## config.mk

```make
export PLATFORM = sky130hd
export DESIGN_NAME = im2col_top
export DESIGN_NICKNAME = d
export VERILOG_FILES = /design/src/hw/im2col_pkg.sv /design/src/hw/im2col_push_if.sv /design/src/hw/im2col_cfg_capture.sv /design/src/hw/im2col_param_gen.sv /design/src/hw/im2col_desc_fifo.sv /design/src/hw/im2col_desc_out.sv /design/src/hw/im2col_top.sv
export SDC_FILE = /design/constraint.sdc
export NUM_CORES = 2
export LEC_CHECK = 0
export ABC_AREA = 0
export ABC_CLOCK_PERIOD_IN_PS = 52600
export BUFFER_PORTS_ARGS = -buffer_cell sky130_fd_sc_hd__buf_2
export CORE_AREA = 2 2 402 404
export CTS_BUF_LIST = sky130_fd_sc_hd__clkbuf_2 sky130_fd_sc_hd__clkbuf_4 sky130_fd_sc_hd__clkbuf_8
export DETAILED_ROUTE_END_ITERATION = 10
export DIE_AREA = 0 0 404 406
export GPL_TIMING_DRIVEN = 0
export HOLD_SLACK_MARGIN = 0.05
export PLACE_DENSITY_LB_ADDON = 0.25
export SETUP_SLACK_MARGIN = 0.1
export SLEW_MARGIN = 0
export SYNTH_ARGS = -nofsm -noshare
export SYNTH_HDL_FRONTEND = slang
export SYNTH_HIERARCHICAL = 1
export SYNTH_SLANG_ARGS = --single-unit
```

## constraint.sdc

```tcl
create_clock -name clk_i -period 52.6 [get_ports clk_i]
set_clock_uncertainty 0.2 [all_clocks]
set_input_delay 10.52 -clock clk_i [delete_from_list [all_inputs] [get_ports clk_i]]
set_output_delay 10.52 -clock clk_i [all_outputs]
set_load 0.01 [all_outputs]
```

## src/hw/im2col_pkg.sv

```systemverilog
// Width constants, layer configuration, DMA descriptor and generator state types
package im2col_pkg;

  localparam int unsigned PTR_W  = 32;  // Address width
  localparam int unsigned INC_W  = 23;  // Second-dimension source increment
  localparam int unsigned ZERO_W = 8;
  localparam int unsigned SIZE_W = 16;

  // One convolution layer as handed over by the host
  typedef struct packed {
    logic [PTR_W-1:0] src_ptr;
    logic [PTR_W-1:0] dst_ptr;
    logic [15:0]      ih;
    logic [15:0]      iw;
    logic [7:0]       num_ch;
    logic [7:0]       batch;
    logic [7:0]       fh;
    logic [7:0]       fw;
    logic [5:0]       pad_top;
    logic [5:0]       pad_bottom;
    logic [5:0]       pad_left;
    logic [5:0]       pad_right;
    logic [7:0]       adpt_pad_bottom;
    logic [7:0]       adpt_pad_right;
    logic [3:0]       log_stride_d1;
    logic [3:0]       log_stride_d2;
    logic [15:0]      n_patches_h;
    logic [15:0]      n_patches_w;
    logic [15:0]      ch_col;         // num_ch * fh * fw
  } im2col_cfg_t;

  typedef struct packed {
    logic [PTR_W-1:0]  src_ptr;
    logic [PTR_W-1:0]  dst_ptr;
    logic [INC_W-1:0]  src_inc_d2;
    logic [ZERO_W-1:0] zeros_top;
    logic [ZERO_W-1:0] zeros_bottom;
    logic [ZERO_W-1:0] zeros_left;
    logic [ZERO_W-1:0] zeros_right;
    logic [SIZE_W-1:0] size_d1;
    logic [SIZE_W-1:0] size_d2;
    logic              last;
  } im2col_desc_t;

  typedef enum logic [3:0] {
    IDLE,
    ZEROS_PREP,
    ZEROS_SUB,
    ZEROS_SHIFT,
    INDEX_MUL1,
    INDEX_MUL2,
    WAIT_SPACE,
    PUSH,
    ADVANCE_BATCH,
    ADVANCE_OFFSET
  } gen_state_e;

endpackage

```

## src/hw/im2col_push_if.sv

```systemverilog
// Write channel from the parameter generator into the descriptor FIFO
`timescale 1ns/1ps

interface im2col_push_if;

  logic                     push;  // One descriptor per cycle high
  logic                     full;
  im2col_pkg::im2col_desc_t desc;
  logic                     last;  // Final descriptor of the layer

  // Generator side
  modport producer (
    output push,
    output desc,
    output last,
    input  full
  );

  // FIFO side
  modport consumer (
    input  push,
    input  desc,
    input  last,
    output full
  );

endinterface

```

## src/hw/im2col_cfg_capture.sv

```systemverilog
// Four-phase layer configuration intake with latched config and start pulse
`timescale 1ns/1ps

module im2col_cfg_capture (
  input  logic                    clk_i,
  input  logic                    rst_ni,
  input  logic                    cfg_req_i,
  input  im2col_pkg::im2col_cfg_t cfg_i,
  input  logic                    gen_idle_i,
  output logic                    cfg_ack_o,
  output logic                    start_o,
  output im2col_pkg::im2col_cfg_t cfg_o
);

  typedef enum logic {
    CAP_WAIT_REQ,
    CAP_WAIT_DROP
  } cap_state_e;

  cap_state_e state_q;
  logic       accept;

  // Take a layer only when nothing is running
  assign accept    = (state_q == CAP_WAIT_REQ) && cfg_req_i && gen_idle_i;
  assign cfg_ack_o = (state_q == CAP_WAIT_DROP);

  always_ff @(posedge clk_i or negedge rst_ni) begin
    if (!rst_ni) begin
      state_q <= CAP_WAIT_REQ;
      start_o <= 1'b0;
    end else begin
      start_o <= accept;  // Single cycle, config already latched
      if (accept) begin
        state_q <= CAP_WAIT_DROP;
      end else if (state_q == CAP_WAIT_DROP && !cfg_req_i) begin
        state_q <= CAP_WAIT_REQ;
      end
    end
  end

  // Held for the whole run
  always_ff @(posedge clk_i) begin
    if (accept) begin
      cfg_o <= cfg_i;
    end
  end

endmodule

```

## src/hw/im2col_param_gen.sv

```systemverilog
// Loop-nest FSM and pipelined DMA descriptor arithmetic for im2col
`timescale 1ns/1ps

module im2col_param_gen (
  input  logic                    clk_i,
  input  logic                    rst_ni,
  input  logic                    start_i,
  input  im2col_pkg::im2col_cfg_t cfg_i,
  output logic                    idle_o,
  im2col_push_if.producer         push_o
);

  im2col_pkg::gen_state_e state_q, state_d;

  // Loop counters, batch innermost
  logic [7:0]  batch_cnt_q;
  logic [7:0]  w_off_q;
  logic [7:0]  h_off_q;
  logic [7:0]  ch_q;
  logic [15:0] ch_col_cnt_q;
  logic [im2col_pkg::PTR_W-1:0] dst_ptr_q;

  // Pipeline registers
  logic [7:0] fw_min_w_q, fh_min_h_q;
  logic [7:0] diff_l_q, diff_t_q, diff_r_q, diff_b_q;
  logic [7:0] zeros_l_q, zeros_t_q, zeros_r_q, zeros_b_q;
  logic [im2col_pkg::PTR_W-1:0] idx_base_q, idx_row_q, idx_q;

  logic [im2col_pkg::PTR_W-1:0] im_row, im_col, src_inc, out_inc;
  logic [15:0] size_d1, size_d2;
  logic        batch_end, ch_col_end, last_point;
  im2col_pkg::im2col_desc_t desc;

  // Division by a power-of-two stride, rounded up
  function automatic logic [7:0] ceil_shift(input logic [7:0] val, input logic [3:0] sh);
    logic [7:0] mask;
    mask = (8'd1 << sh) - 8'd1;
    return (val >> sh) + {7'd0, |(val & mask)};
  endfunction

  assign batch_end  = (batch_cnt_q == cfg_i.batch - 8'd1);
  assign ch_col_end = (ch_col_cnt_q == cfg_i.ch_col - 16'd1);
  assign last_point = batch_end && ch_col_end;
  assign idle_o     = (state_q == im2col_pkg::IDLE);

  always_comb begin
    state_d = state_q;
    case (state_q)
      im2col_pkg::IDLE:           if (start_i) state_d = im2col_pkg::ZEROS_PREP;
      im2col_pkg::ZEROS_PREP:     state_d = im2col_pkg::ZEROS_SUB;
      im2col_pkg::ZEROS_SUB:      state_d = im2col_pkg::ZEROS_SHIFT;
      im2col_pkg::ZEROS_SHIFT:    state_d = im2col_pkg::INDEX_MUL1;
      im2col_pkg::INDEX_MUL1:     state_d = im2col_pkg::INDEX_MUL2;
      im2col_pkg::INDEX_MUL2:     state_d = im2col_pkg::WAIT_SPACE;
      im2col_pkg::WAIT_SPACE:     if (!push_o.full) state_d = im2col_pkg::PUSH;
      im2col_pkg::PUSH:           state_d = im2col_pkg::ADVANCE_BATCH;
      im2col_pkg::ADVANCE_BATCH: begin
        state_d = batch_end ? im2col_pkg::ADVANCE_OFFSET : im2col_pkg::ZEROS_PREP;
      end
      im2col_pkg::ADVANCE_OFFSET: begin
        state_d = ch_col_end ? im2col_pkg::IDLE : im2col_pkg::ZEROS_PREP;
      end
      default:                    state_d = im2col_pkg::IDLE;
    endcase
  end

  always_ff @(posedge clk_i or negedge rst_ni) begin
    if (!rst_ni) begin
      state_q      <= im2col_pkg::IDLE;
      batch_cnt_q  <= '0;
      w_off_q      <= '0;
      h_off_q      <= '0;
      ch_q         <= '0;
      ch_col_cnt_q <= '0;
      dst_ptr_q    <= '0;
    end else begin
      state_q <= state_d;
      if (state_q == im2col_pkg::IDLE && start_i) begin
        batch_cnt_q  <= '0;
        w_off_q      <= '0;
        h_off_q      <= '0;
        ch_q         <= '0;
        ch_col_cnt_q <= '0;
        dst_ptr_q    <= cfg_i.dst_ptr;
      end
      if (state_q == im2col_pkg::ADVANCE_BATCH) begin
        dst_ptr_q   <= dst_ptr_q + out_inc;  // One output plane per descriptor
        batch_cnt_q <= batch_end ? 8'd0 : batch_cnt_q + 8'd1;
      end
      if (state_q == im2col_pkg::ADVANCE_OFFSET) begin
        ch_col_cnt_q <= ch_col_cnt_q + 16'd1;
        if (w_off_q == cfg_i.fw - 8'd1) begin
          w_off_q <= '0;
          if (h_off_q == cfg_i.fh - 8'd1) begin
            h_off_q <= '0;
            ch_q    <= ch_q + 8'd1;
          end else begin
            h_off_q <= h_off_q + 8'd1;
          end
        end else begin
          w_off_q <= w_off_q + 8'd1;
        end
      end
    end
  end

  always_ff @(posedge clk_i) begin
    case (state_q)
      im2col_pkg::ZEROS_PREP: begin
        fw_min_w_q <= cfg_i.fw - 8'd1 - w_off_q;
        fh_min_h_q <= cfg_i.fh - 8'd1 - h_off_q;
        idx_base_q <= 32'(batch_cnt_q) * 32'(cfg_i.num_ch) + 32'(ch_q);
      end
      im2col_pkg::ZEROS_SUB: begin
        diff_l_q <= 8'(cfg_i.pad_left) - w_off_q;
        diff_t_q <= 8'(cfg_i.pad_top) - h_off_q;
        diff_r_q <= cfg_i.adpt_pad_right - fw_min_w_q;
        diff_b_q <= cfg_i.adpt_pad_bottom - fh_min_h_q;
      end
      im2col_pkg::ZEROS_SHIFT: begin
        zeros_l_q <= (w_off_q >= 8'(cfg_i.pad_left)) ? 8'd0
                     : ceil_shift(diff_l_q, cfg_i.log_stride_d1);
        zeros_t_q <= (h_off_q >= 8'(cfg_i.pad_top)) ? 8'd0
                     : ceil_shift(diff_t_q, cfg_i.log_stride_d2);
        zeros_r_q <= (fw_min_w_q >= 8'(cfg_i.pad_right) || cfg_i.adpt_pad_right == 8'd0) ? 8'd0
                     : ceil_shift(diff_r_q, cfg_i.log_stride_d1);
        zeros_b_q <= (fh_min_h_q >= 8'(cfg_i.pad_bottom) || cfg_i.adpt_pad_bottom == 8'd0) ? 8'd0
                     : ceil_shift(diff_b_q, cfg_i.log_stride_d2);
      end
      im2col_pkg::INDEX_MUL1: begin
        idx_row_q <= idx_base_q * 32'(cfg_i.ih) + im_row
                     + (32'(zeros_t_q) << cfg_i.log_stride_d2);
      end
      im2col_pkg::INDEX_MUL2: begin
        idx_q <= idx_row_q * 32'(cfg_i.iw) + im_col
                 + (32'(zeros_l_q) << cfg_i.log_stride_d1);
      end
      default: ;
    endcase
  end

  // Offsets relative to the padded origin, may wrap negative
  assign im_row  = 32'(h_off_q) - 32'(cfg_i.pad_top);
  assign im_col  = 32'(w_off_q) - 32'(cfg_i.pad_left);
  assign size_d1 = cfg_i.n_patches_w - 16'(zeros_l_q) - 16'(zeros_r_q);
  assign size_d2 = cfg_i.n_patches_h - 16'(zeros_t_q) - 16'(zeros_b_q);
  assign src_inc = (32'(cfg_i.iw) << cfg_i.log_stride_d2)
                   - ((32'(size_d1) - 32'd1) << cfg_i.log_stride_d1);
  assign out_inc = (32'(cfg_i.n_patches_h) * 32'(cfg_i.n_patches_w)) << 2;

  always_comb begin
    desc.src_ptr      = cfg_i.src_ptr + (idx_q << 2);  // Word addressed
    desc.dst_ptr      = dst_ptr_q;
    desc.src_inc_d2   = src_inc[im2col_pkg::INC_W-1:0];
    desc.zeros_top    = zeros_t_q;
    desc.zeros_bottom = zeros_b_q;
    desc.zeros_left   = zeros_l_q;
    desc.zeros_right  = zeros_r_q;
    desc.size_d1      = size_d1;
    desc.size_d2      = size_d2;
    desc.last         = last_point;
  end

  assign push_o.push = (state_q == im2col_pkg::PUSH);
  assign push_o.desc = desc;
  assign push_o.last = last_point;

endmodule

```

## src/hw/im2col_desc_fifo.sv

```systemverilog
// Circular descriptor FIFO with occupancy count, full and empty flags
`timescale 1ns/1ps

module im2col_desc_fifo #(
  parameter int unsigned FIFO_DEPTH = 4
) (
  input  logic                     clk_i,
  input  logic                     rst_ni,
  im2col_push_if.consumer          push_i,
  input  logic                     pop_i,
  output logic                     empty_o,
  output im2col_pkg::im2col_desc_t rd_desc_o
);

  localparam int unsigned IDX_W = (FIFO_DEPTH > 1) ? $clog2(FIFO_DEPTH) : 1;
  localparam int unsigned CNT_W = $clog2(FIFO_DEPTH + 1);
  localparam int unsigned SUM_W = CNT_W + 1;

  im2col_pkg::im2col_desc_t mem_q [FIFO_DEPTH];
  im2col_pkg::im2col_desc_t wr_entry;
  logic [IDX_W-1:0] rd_ptr_q;
  logic [IDX_W-1:0] wr_idx;
  logic [CNT_W-1:0] cnt_q;
  logic [SUM_W-1:0] wr_sum;
  logic             do_write;
  logic             do_read;

  assign push_i.full = (cnt_q == CNT_W'(FIFO_DEPTH));
  assign empty_o     = (cnt_q == '0);
  assign do_write    = push_i.push && !push_i.full;
  assign do_read     = pop_i && !empty_o;

  // Write slot sits count entries past the read pointer
  assign wr_sum = SUM_W'(rd_ptr_q) + SUM_W'(cnt_q);
  assign wr_idx = (wr_sum >= SUM_W'(FIFO_DEPTH)) ? IDX_W'(wr_sum - SUM_W'(FIFO_DEPTH))
                                                 : IDX_W'(wr_sum);

  always_comb begin
    wr_entry      = push_i.desc;
    wr_entry.last = push_i.last;
  end

  always_ff @(posedge clk_i or negedge rst_ni) begin
    if (!rst_ni) begin
      rd_ptr_q <= '0;
      cnt_q    <= '0;
    end else begin
      if (do_read) begin
        rd_ptr_q <= (rd_ptr_q == IDX_W'(FIFO_DEPTH - 1)) ? '0 : rd_ptr_q + 1'b1;
      end
      if (do_write && !do_read) begin
        cnt_q <= cnt_q + 1'b1;
      end else if (do_read && !do_write) begin
        cnt_q <= cnt_q - 1'b1;
      end
    end
  end

  always_ff @(posedge clk_i) begin
    if (do_write) begin
      mem_q[wr_idx] <= wr_entry;
    end
  end

  assign rd_desc_o = mem_q[rd_ptr_q];  // Head entry, valid when not empty

endmodule

```

## src/hw/im2col_desc_out.sv

```systemverilog
// Four-phase descriptor output port that pops the FIFO and flags run end
`timescale 1ns/1ps

module im2col_desc_out (
  input  logic                     clk_i,
  input  logic                     rst_ni,
  input  logic                     empty_i,
  input  im2col_pkg::im2col_desc_t rd_desc_i,
  input  logic                     desc_ack_i,
  output logic                     pop_o,
  output logic                     desc_req_o,
  output im2col_pkg::im2col_desc_t desc_o,
  output logic                     busy_clear_o
);

  typedef enum logic [1:0] {
    OUT_IDLE,
    OUT_REQ,   // Request up, waiting for ack
    OUT_DROP   // Request down, waiting for ack low
  } out_state_e;

  out_state_e               state_q;
  im2col_pkg::im2col_desc_t desc_q;

  // Never start a new request while the previous ack is still high
  assign pop_o        = (state_q == OUT_IDLE) && !empty_i && !desc_ack_i;
  assign desc_req_o   = (state_q == OUT_REQ);
  assign desc_o       = desc_q;
  assign busy_clear_o = (state_q == OUT_REQ) && desc_ack_i && desc_q.last;

  always_ff @(posedge clk_i or negedge rst_ni) begin
    if (!rst_ni) begin
      state_q <= OUT_IDLE;
    end else begin
      case (state_q)
        OUT_IDLE: if (pop_o) state_q <= OUT_REQ;
        OUT_REQ:  if (desc_ack_i) state_q <= OUT_DROP;
        OUT_DROP: if (!desc_ack_i) state_q <= OUT_IDLE;
        default:  state_q <= OUT_IDLE;
      endcase
    end
  end

  always_ff @(posedge clk_i) begin
    if (pop_o) begin
      desc_q <= rd_desc_i;  // Held stable for the whole handshake
    end
  end

endmodule

```

## src/hw/im2col_top.sv

```systemverilog
// im2col parameter engine top level with config intake, generator and descriptor output
`timescale 1ns/1ps

module im2col_top #(
  parameter int unsigned FIFO_DEPTH = 4
) (
  input  logic                     clk_i,
  input  logic                     rst_ni,
  input  logic                     cfg_req_i,
  input  im2col_pkg::im2col_cfg_t  cfg_i,
  output logic                     cfg_ack_o,
  output logic                     desc_req_o,
  output im2col_pkg::im2col_desc_t desc_o,
  input  logic                     desc_ack_i,
  output logic                     busy_o
);

  im2col_push_if push_if ();

  im2col_pkg::im2col_cfg_t  cfg_q;
  im2col_pkg::im2col_desc_t fifo_desc;
  logic start;
  logic gen_idle;
  logic fifo_empty;
  logic fifo_pop;
  logic busy_clear;
  logic busy_q;

  // New layers wait until the output side has drained too
  im2col_cfg_capture u_capture (
    .clk_i      (clk_i),
    .rst_ni     (rst_ni),
    .cfg_req_i  (cfg_req_i),
    .cfg_i      (cfg_i),
    .gen_idle_i (gen_idle && !busy_q),
    .cfg_ack_o  (cfg_ack_o),
    .start_o    (start),
    .cfg_o      (cfg_q)
  );

  im2col_param_gen u_gen (
    .clk_i   (clk_i),
    .rst_ni  (rst_ni),
    .start_i (start),
    .cfg_i   (cfg_q),
    .idle_o  (gen_idle),
    .push_o  (push_if.producer)
  );

  im2col_desc_fifo #(
    .FIFO_DEPTH (FIFO_DEPTH)
  ) u_fifo (
    .clk_i     (clk_i),
    .rst_ni    (rst_ni),
    .push_i    (push_if.consumer),
    .pop_i     (fifo_pop),
    .empty_o   (fifo_empty),
    .rd_desc_o (fifo_desc)
  );

  im2col_desc_out u_out (
    .clk_i        (clk_i),
    .rst_ni       (rst_ni),
    .empty_i      (fifo_empty),
    .rd_desc_i    (fifo_desc),
    .desc_ack_i   (desc_ack_i),
    .pop_o        (fifo_pop),
    .desc_req_o   (desc_req_o),
    .desc_o       (desc_o),
    .busy_clear_o (busy_clear)
  );

  always_ff @(posedge clk_i or negedge rst_ni) begin
    if (!rst_ni) begin
      busy_q <= 1'b0;
    end else if (start) begin
      busy_q <= 1'b1;
    end else if (busy_clear) begin
      busy_q <= 1'b0;  // Last descriptor acknowledged
    end
  end

  assign busy_o = busy_q;

endmodule

```

# --- Yosys cells after proc, flatten, opt, wreduce, memory -nomap -nowiden ---
# Memories as Yosys holds them, arrays and structs flattened. A register that Yosys moved wholly into a read port is not among the register bits.
# Index checks and enable logic that the tools add are counted.
classes:
  addsub: 41
  multipliers: 4
  order_cmp: 5
  n_eq_ne: 22
  shift: 10
  muxes: 36
  bitwise_logic: 5
  reduce_logical: 39
op_table:
  columns: ["operator", "n"]
  rows:
  - ["$add 32x32->32", 4]
  - ["$mux 8", 13]
  - ["$mux 32", 2]
  - ["$sub 16x8->16", 4]
  - ["$add 30x30->30", 2]
  - ["$pmux 4 s10", 1]
  - ["$sub 8x1->8 const B", 5]
  - ["$add 8x1->8", 4]
  - ["$add 8x1->8 const B", 4]
  - ["$and 8x8->8", 4]
  - ["$ge 8x6->1", 4]
  - ["$mul 32x16->30", 1]
  - ["$mul 32x16->32", 1]
  - ["$mux 16", 2]
  - ["$reduce_or 8->1", 4]
  - ["$shl 32x4->23", 1]
  - ["$shl 8x4->32", 1]
  - ["$shr 8x4->8", 4]
  - ["$sub 8x8->8", 4]
  - ["$mul 16x16->30", 1]
  - ["$shl 8x4->30", 1]
  - ["$eq 8x8->1", 3]
  - ["$shl 16x4->23", 1]
  - ["$sub 23x23->23", 1]
  - ["other kinds (40)", 90]
word_totals:
  ff_bits: 492
  ramBits: 608
  in_bits: 228
  out_inout_bits: 155
  elab_cells: 208
  memories: 1
mem_list:
  columns: ["memory", "words", "width", "read_ports", "rd_clocked_by_memory_dff", "wr", "line", "source"]
  rows:
  - ["u_fifo.mem_q", 4, 152, 1, 1, 1, "im2col_desc_fifo.sv:19", "im2col_pkg::im2col_desc_t mem_q [FIFO_DEPTH];"]

# --- Logic depth before layout (Yosys ltp) ---
depth:
  ltp_word: 8
  ltp_mapped: 35
  ltp_nobuf: 33

# --- Modules after synthesis ---
# Netlist, hierarchy kept.
modules_own_cells:
  columns: ["module", "n_inst", "cells_each", "area_per_inst_um2", "seq_area_each_um2"]
  rows:
  - ["im2col_param_gen", 1, 6161, 53613.9, 6816.5]
  - ["im2col_desc_fifo", 1, 826, 22251.3, 18382.6]
  - ["im2col_cfg_capture", 1, 228, 6792.8, 6776.5]
  - ["im2col_desc_out", 1, 161, 4665.7, 4614.4]
  - ["im2col_top", 1, 4, 42.5, 25.0]

# --- Worst setup path after synthesis ---
# Ideal clock, no wire load.
synth_timing:
  path_kind: "input-to-reg"
  from: "in desc_ack_i"
  to: "reg u_fifo.cnt_q[1]"
  setup_ns: 0.125
  arrival_ns: 28.619
  t_required_ns: 52.275
  setup_slack_ns: 23.657
  stages: 6
  path_buffers: 0
  path_cell_list: "nor4_1 > o31ai_1 > ha_1 > inv_1 > fa_1 > mux2_2"
synth_between:
  elab_chain_len: 6
  elab_cells_between_ends: 8
  classes_between: "1 x mux; 7 x reduce/logical"
synth_lines:
  columns: ["element", "line", "source"]
  rows:
  - ["start, declared", "im2col_top.sv:14", "input logic desc_ack_i,"]
  - ["$logic_not 1->1 *", "im2col_desc_out.sv:26", "assign pop_o = (state_q == OUT_IDLE) && !empty_i && !desc_ack_i;"]
  - ["$logic_and 1x1->1 *", "im2col_desc_out.sv:26", null]
  - ["$logic_and 1x1->1 *", "im2col_desc_fifo.sv:31", "assign do_read = pop_i && !empty_o;"]
  - ["$logic_not 1->1", "im2col_desc_fifo.sv:51", "if (do_write && !do_read) begin"]
  - ["$logic_and 1x1->1", "im2col_desc_fifo.sv:51", null]
  - ["$mux 3 or $reduce_bool 2->1 (tied branches)", null, null]
  - ["end signal, assigned", "im2col_desc_fifo.sv:52", "cnt_q <= cnt_q + 1'b1;"]
  - ["end signal, assigned", "im2col_desc_fifo.sv:54", "cnt_q <= cnt_q - 1'b1;"]
  - ["end, declared", "im2col_desc_fifo.sv:23", "logic [CNT_W-1:0] cnt_q;"]
# Every way passes the cells marked *; elsewhere a longest branch is shown, timed or not.
# A chain may end at the register's enable or synchronous reset.

# --- Worst setup path in the final report ---
layout_timing:
  from: "in desc_ack_i"
  to: "reg, netlist name u_out/desc_o[66]"
layout_between:
  elab_chain_len: 2
layout_lines:
  columns: ["element", "line", "source"]
  rows:
  - ["$logic_not 1->1", "im2col_desc_out.sv:26", null]
  - ["$logic_and 1x1->1", "im2col_desc_out.sv:26", null]
  - ["named net fifo_pop", "im2col_top.sv:25", "logic fifo_pop;"]
# The timed path passes the listed nets, and every way through them passes these cells.

==> impl_metrics.ini <==
[routing]
vias = 58700
viasPerCell = 5.69
drc = 0
post_drt_wl_per_cell_um = 23.1
drt-pass1-iter-count = 6
wirelength_mm = 238
antenna_left = 0
drt_iter0_drc = 5569

[logic_synthesis]
synth.avg_cell_area_um2 = 11.8
syn_inst = 7379
synthesis.nets = 8941
ys_warn_count = 6
syn-cell-area_mm2 = 0.0874

[finish]
area_growth_pct = 11.4
drive_gt1_share_pct = 13.3
final_nets = 9614

[min_path]
holdCritPathClass = register to register
hold_path_depth = 2
min_from = u_capture/cfg_o[160]$_DFFE_PP_
worstHoldEndpoint = u_gen/dst_ptr_q[0]$_DFFE_PN0P_

[floorplanning]
die_area_mm2 = 0.164
initial_core_util_pct = 54.7
core_area_mm2 = 0.160
dieHeight_um = 406
rows = 147
pin_count = 383
die_x_um = 404

[timing]
finalCritPeriodShare_pct = 24.4
finalHoldViolCount = 0
period_minus_slack_ns = 12.83
max_slew_margin_pct = 17.0
rsz0062_at_grt = false
slew_viol_final = 0
finalSetupTns_ns = 0
max_slew.worst_pin.slew_ns = 1.25
fmaxAchievable_mhz = 77.9
setup_viol = 0

[critical_path]
crit_arrival_ns = 13.28
r2r_setup_slack_ns = 42.31
rr_endpoint = u_gen/idx_q[28]$_DFFE_PP_
critPathCaptureType = register
cp-start-kind = input port
worst-setup-path-type = input port to register
reg2reg_depth = 29
r2r-start = u_capture/cfg_o[52]$_DFFE_PP_
crit_required_ns = 53.05
critPathMaxFanout = 11

[clock_network]
post_cts_buffers = 0
clk_pin_slew_worst_paths_ns = 0.06
clock_latency_ns = 0.99
ctsHtreeMaxLevel = 4
cts_tree = built
holdBufCountCts = 0
cts_root_buf = clkbuf_8
cts_buffer_depth = 3
cts_buffers = 199
clock-sinks = 1235
cts_resized = 0

[global_routing]
grt_use_total_pct = 29.5
grt_pass1_vias = 60300
grt-ovfl-total = 0
grt_pass1_wl_mm = 362
grt_max_degree = 52
antenna_found_initial = 19

[flow_run]
drv_cap = 0

[placed_design]
dp_hpwl_mm = 189
port_buffers = 382
gp_congestion = 0.961

[outcome]
status = complete, no violations
## flip-flops by register name (all words and copies together) (netlist names), 16 cells and up
| register | count |
|---|---|
| u_gen/idx_base_q | 17 |
| u_out/desc_o | 152 |
| u_gen/idx_q | 30 |
| u_fifo/mem_q | 608 |
| u_gen/ch_col_cnt_q | 16 |
| u_capture/cfg_o | 224 |
| u_gen/dst_ptr_q | 32 |
| u_gen/idx_row_q | 30 |
## layout make-up
cell class	count	area [um2]
antenna	8	20.0
buffer	290	1230
clock buffer	282	3430
clock inverter	87	713
fill	12700	62400
inverter	1144	4290
multi-input combinational	4710	45300
sequential	1235	36600
tap	2086	2610
timing repair buffer	472	3070
## placed cells by master (no fill, tap or decap), types with 66 or more instances in the layout
master    count
edfxtp_1   1141
inv_1      1140
fa_1        849
nand2_1     832
ha_1        485
buf_2       393
and2_1      355
nor2_1      304
clkbuf_1    236
xnor2_1     231
a21oi_1     227
o21ai_0     221
clkbuf_8    210
mux4_2      162
xor2_1      110
dfrtp_1      94
a21o_1       90
nand3_1      87
nor3_1       78
clkbuf_4     72
mux2i_1      66
## worst max-delay path by stage
stage	start	end	slack [ns]	depth (start not counted)
global placement	desc_ack_i	u_fifo/cnt_q[1]$_DFFE_PN0P_	11.55	7
CTS	desc_ack_i	u_out/desc_o[66]$_DFFE_PP_	39.82	12
global route	desc_ack_i	u_out/desc_o[66]$_DFFE_PP_	39.63	12
floorplan	desc_ack_i	u_fifo/cnt_q[1]$_DFFE_PN0P_	23.66	6
detailed placement	desc_ack_i	u_out/desc_o[66]$_DFFE_PP_	38.79	12
finish	desc_ack_i	u_out/desc_o[66]$_DFFE_PP_	39.77	12
## metrics by stage
stage / cells / utilization (%) / area, um2 / hold slack [ns] / setup slack (ns)
finish: 10300 / 60.9 / 97300 / 0.247 / 39.77
global route: 10300 / 60.9 / 97300 / 0.260 / 39.63
CTS: 10300 / 60.9 / 97300 / 0.248 / 39.82
detailed placement: 9937 / 58.3 / 93100 / 0.232 / 38.79
global placement: 9847 / 57.6 / 91900 / 0.224 / 11.55
floorplan: 7379 / - / 87400 / 0.215 / 23.66
## routing by layer
metal / part of all wire (%) / track usage (%)
met1: 42 / 41.0
met2: 46 / 46.0
met3: 8.4 / 5.98
met4: 4.1 / 11.7
met5: 0.016 / 0
## critical path, cell delays in order
cell and delay (ns):
buf_2 0.13, nor4_2 0.61, buf_6 0.24, buf_4 0.19, buf_4 0.19, buf_4 0.19
buf_4 0.19, buf_4 0.21, buf_4 0.20, buf_4 0.18, buf_4 0.20, buf_4 0.20
Power is not shown: default switching activity piles up to over one toggle a cycle in this logic, so the estimate is an artifact.
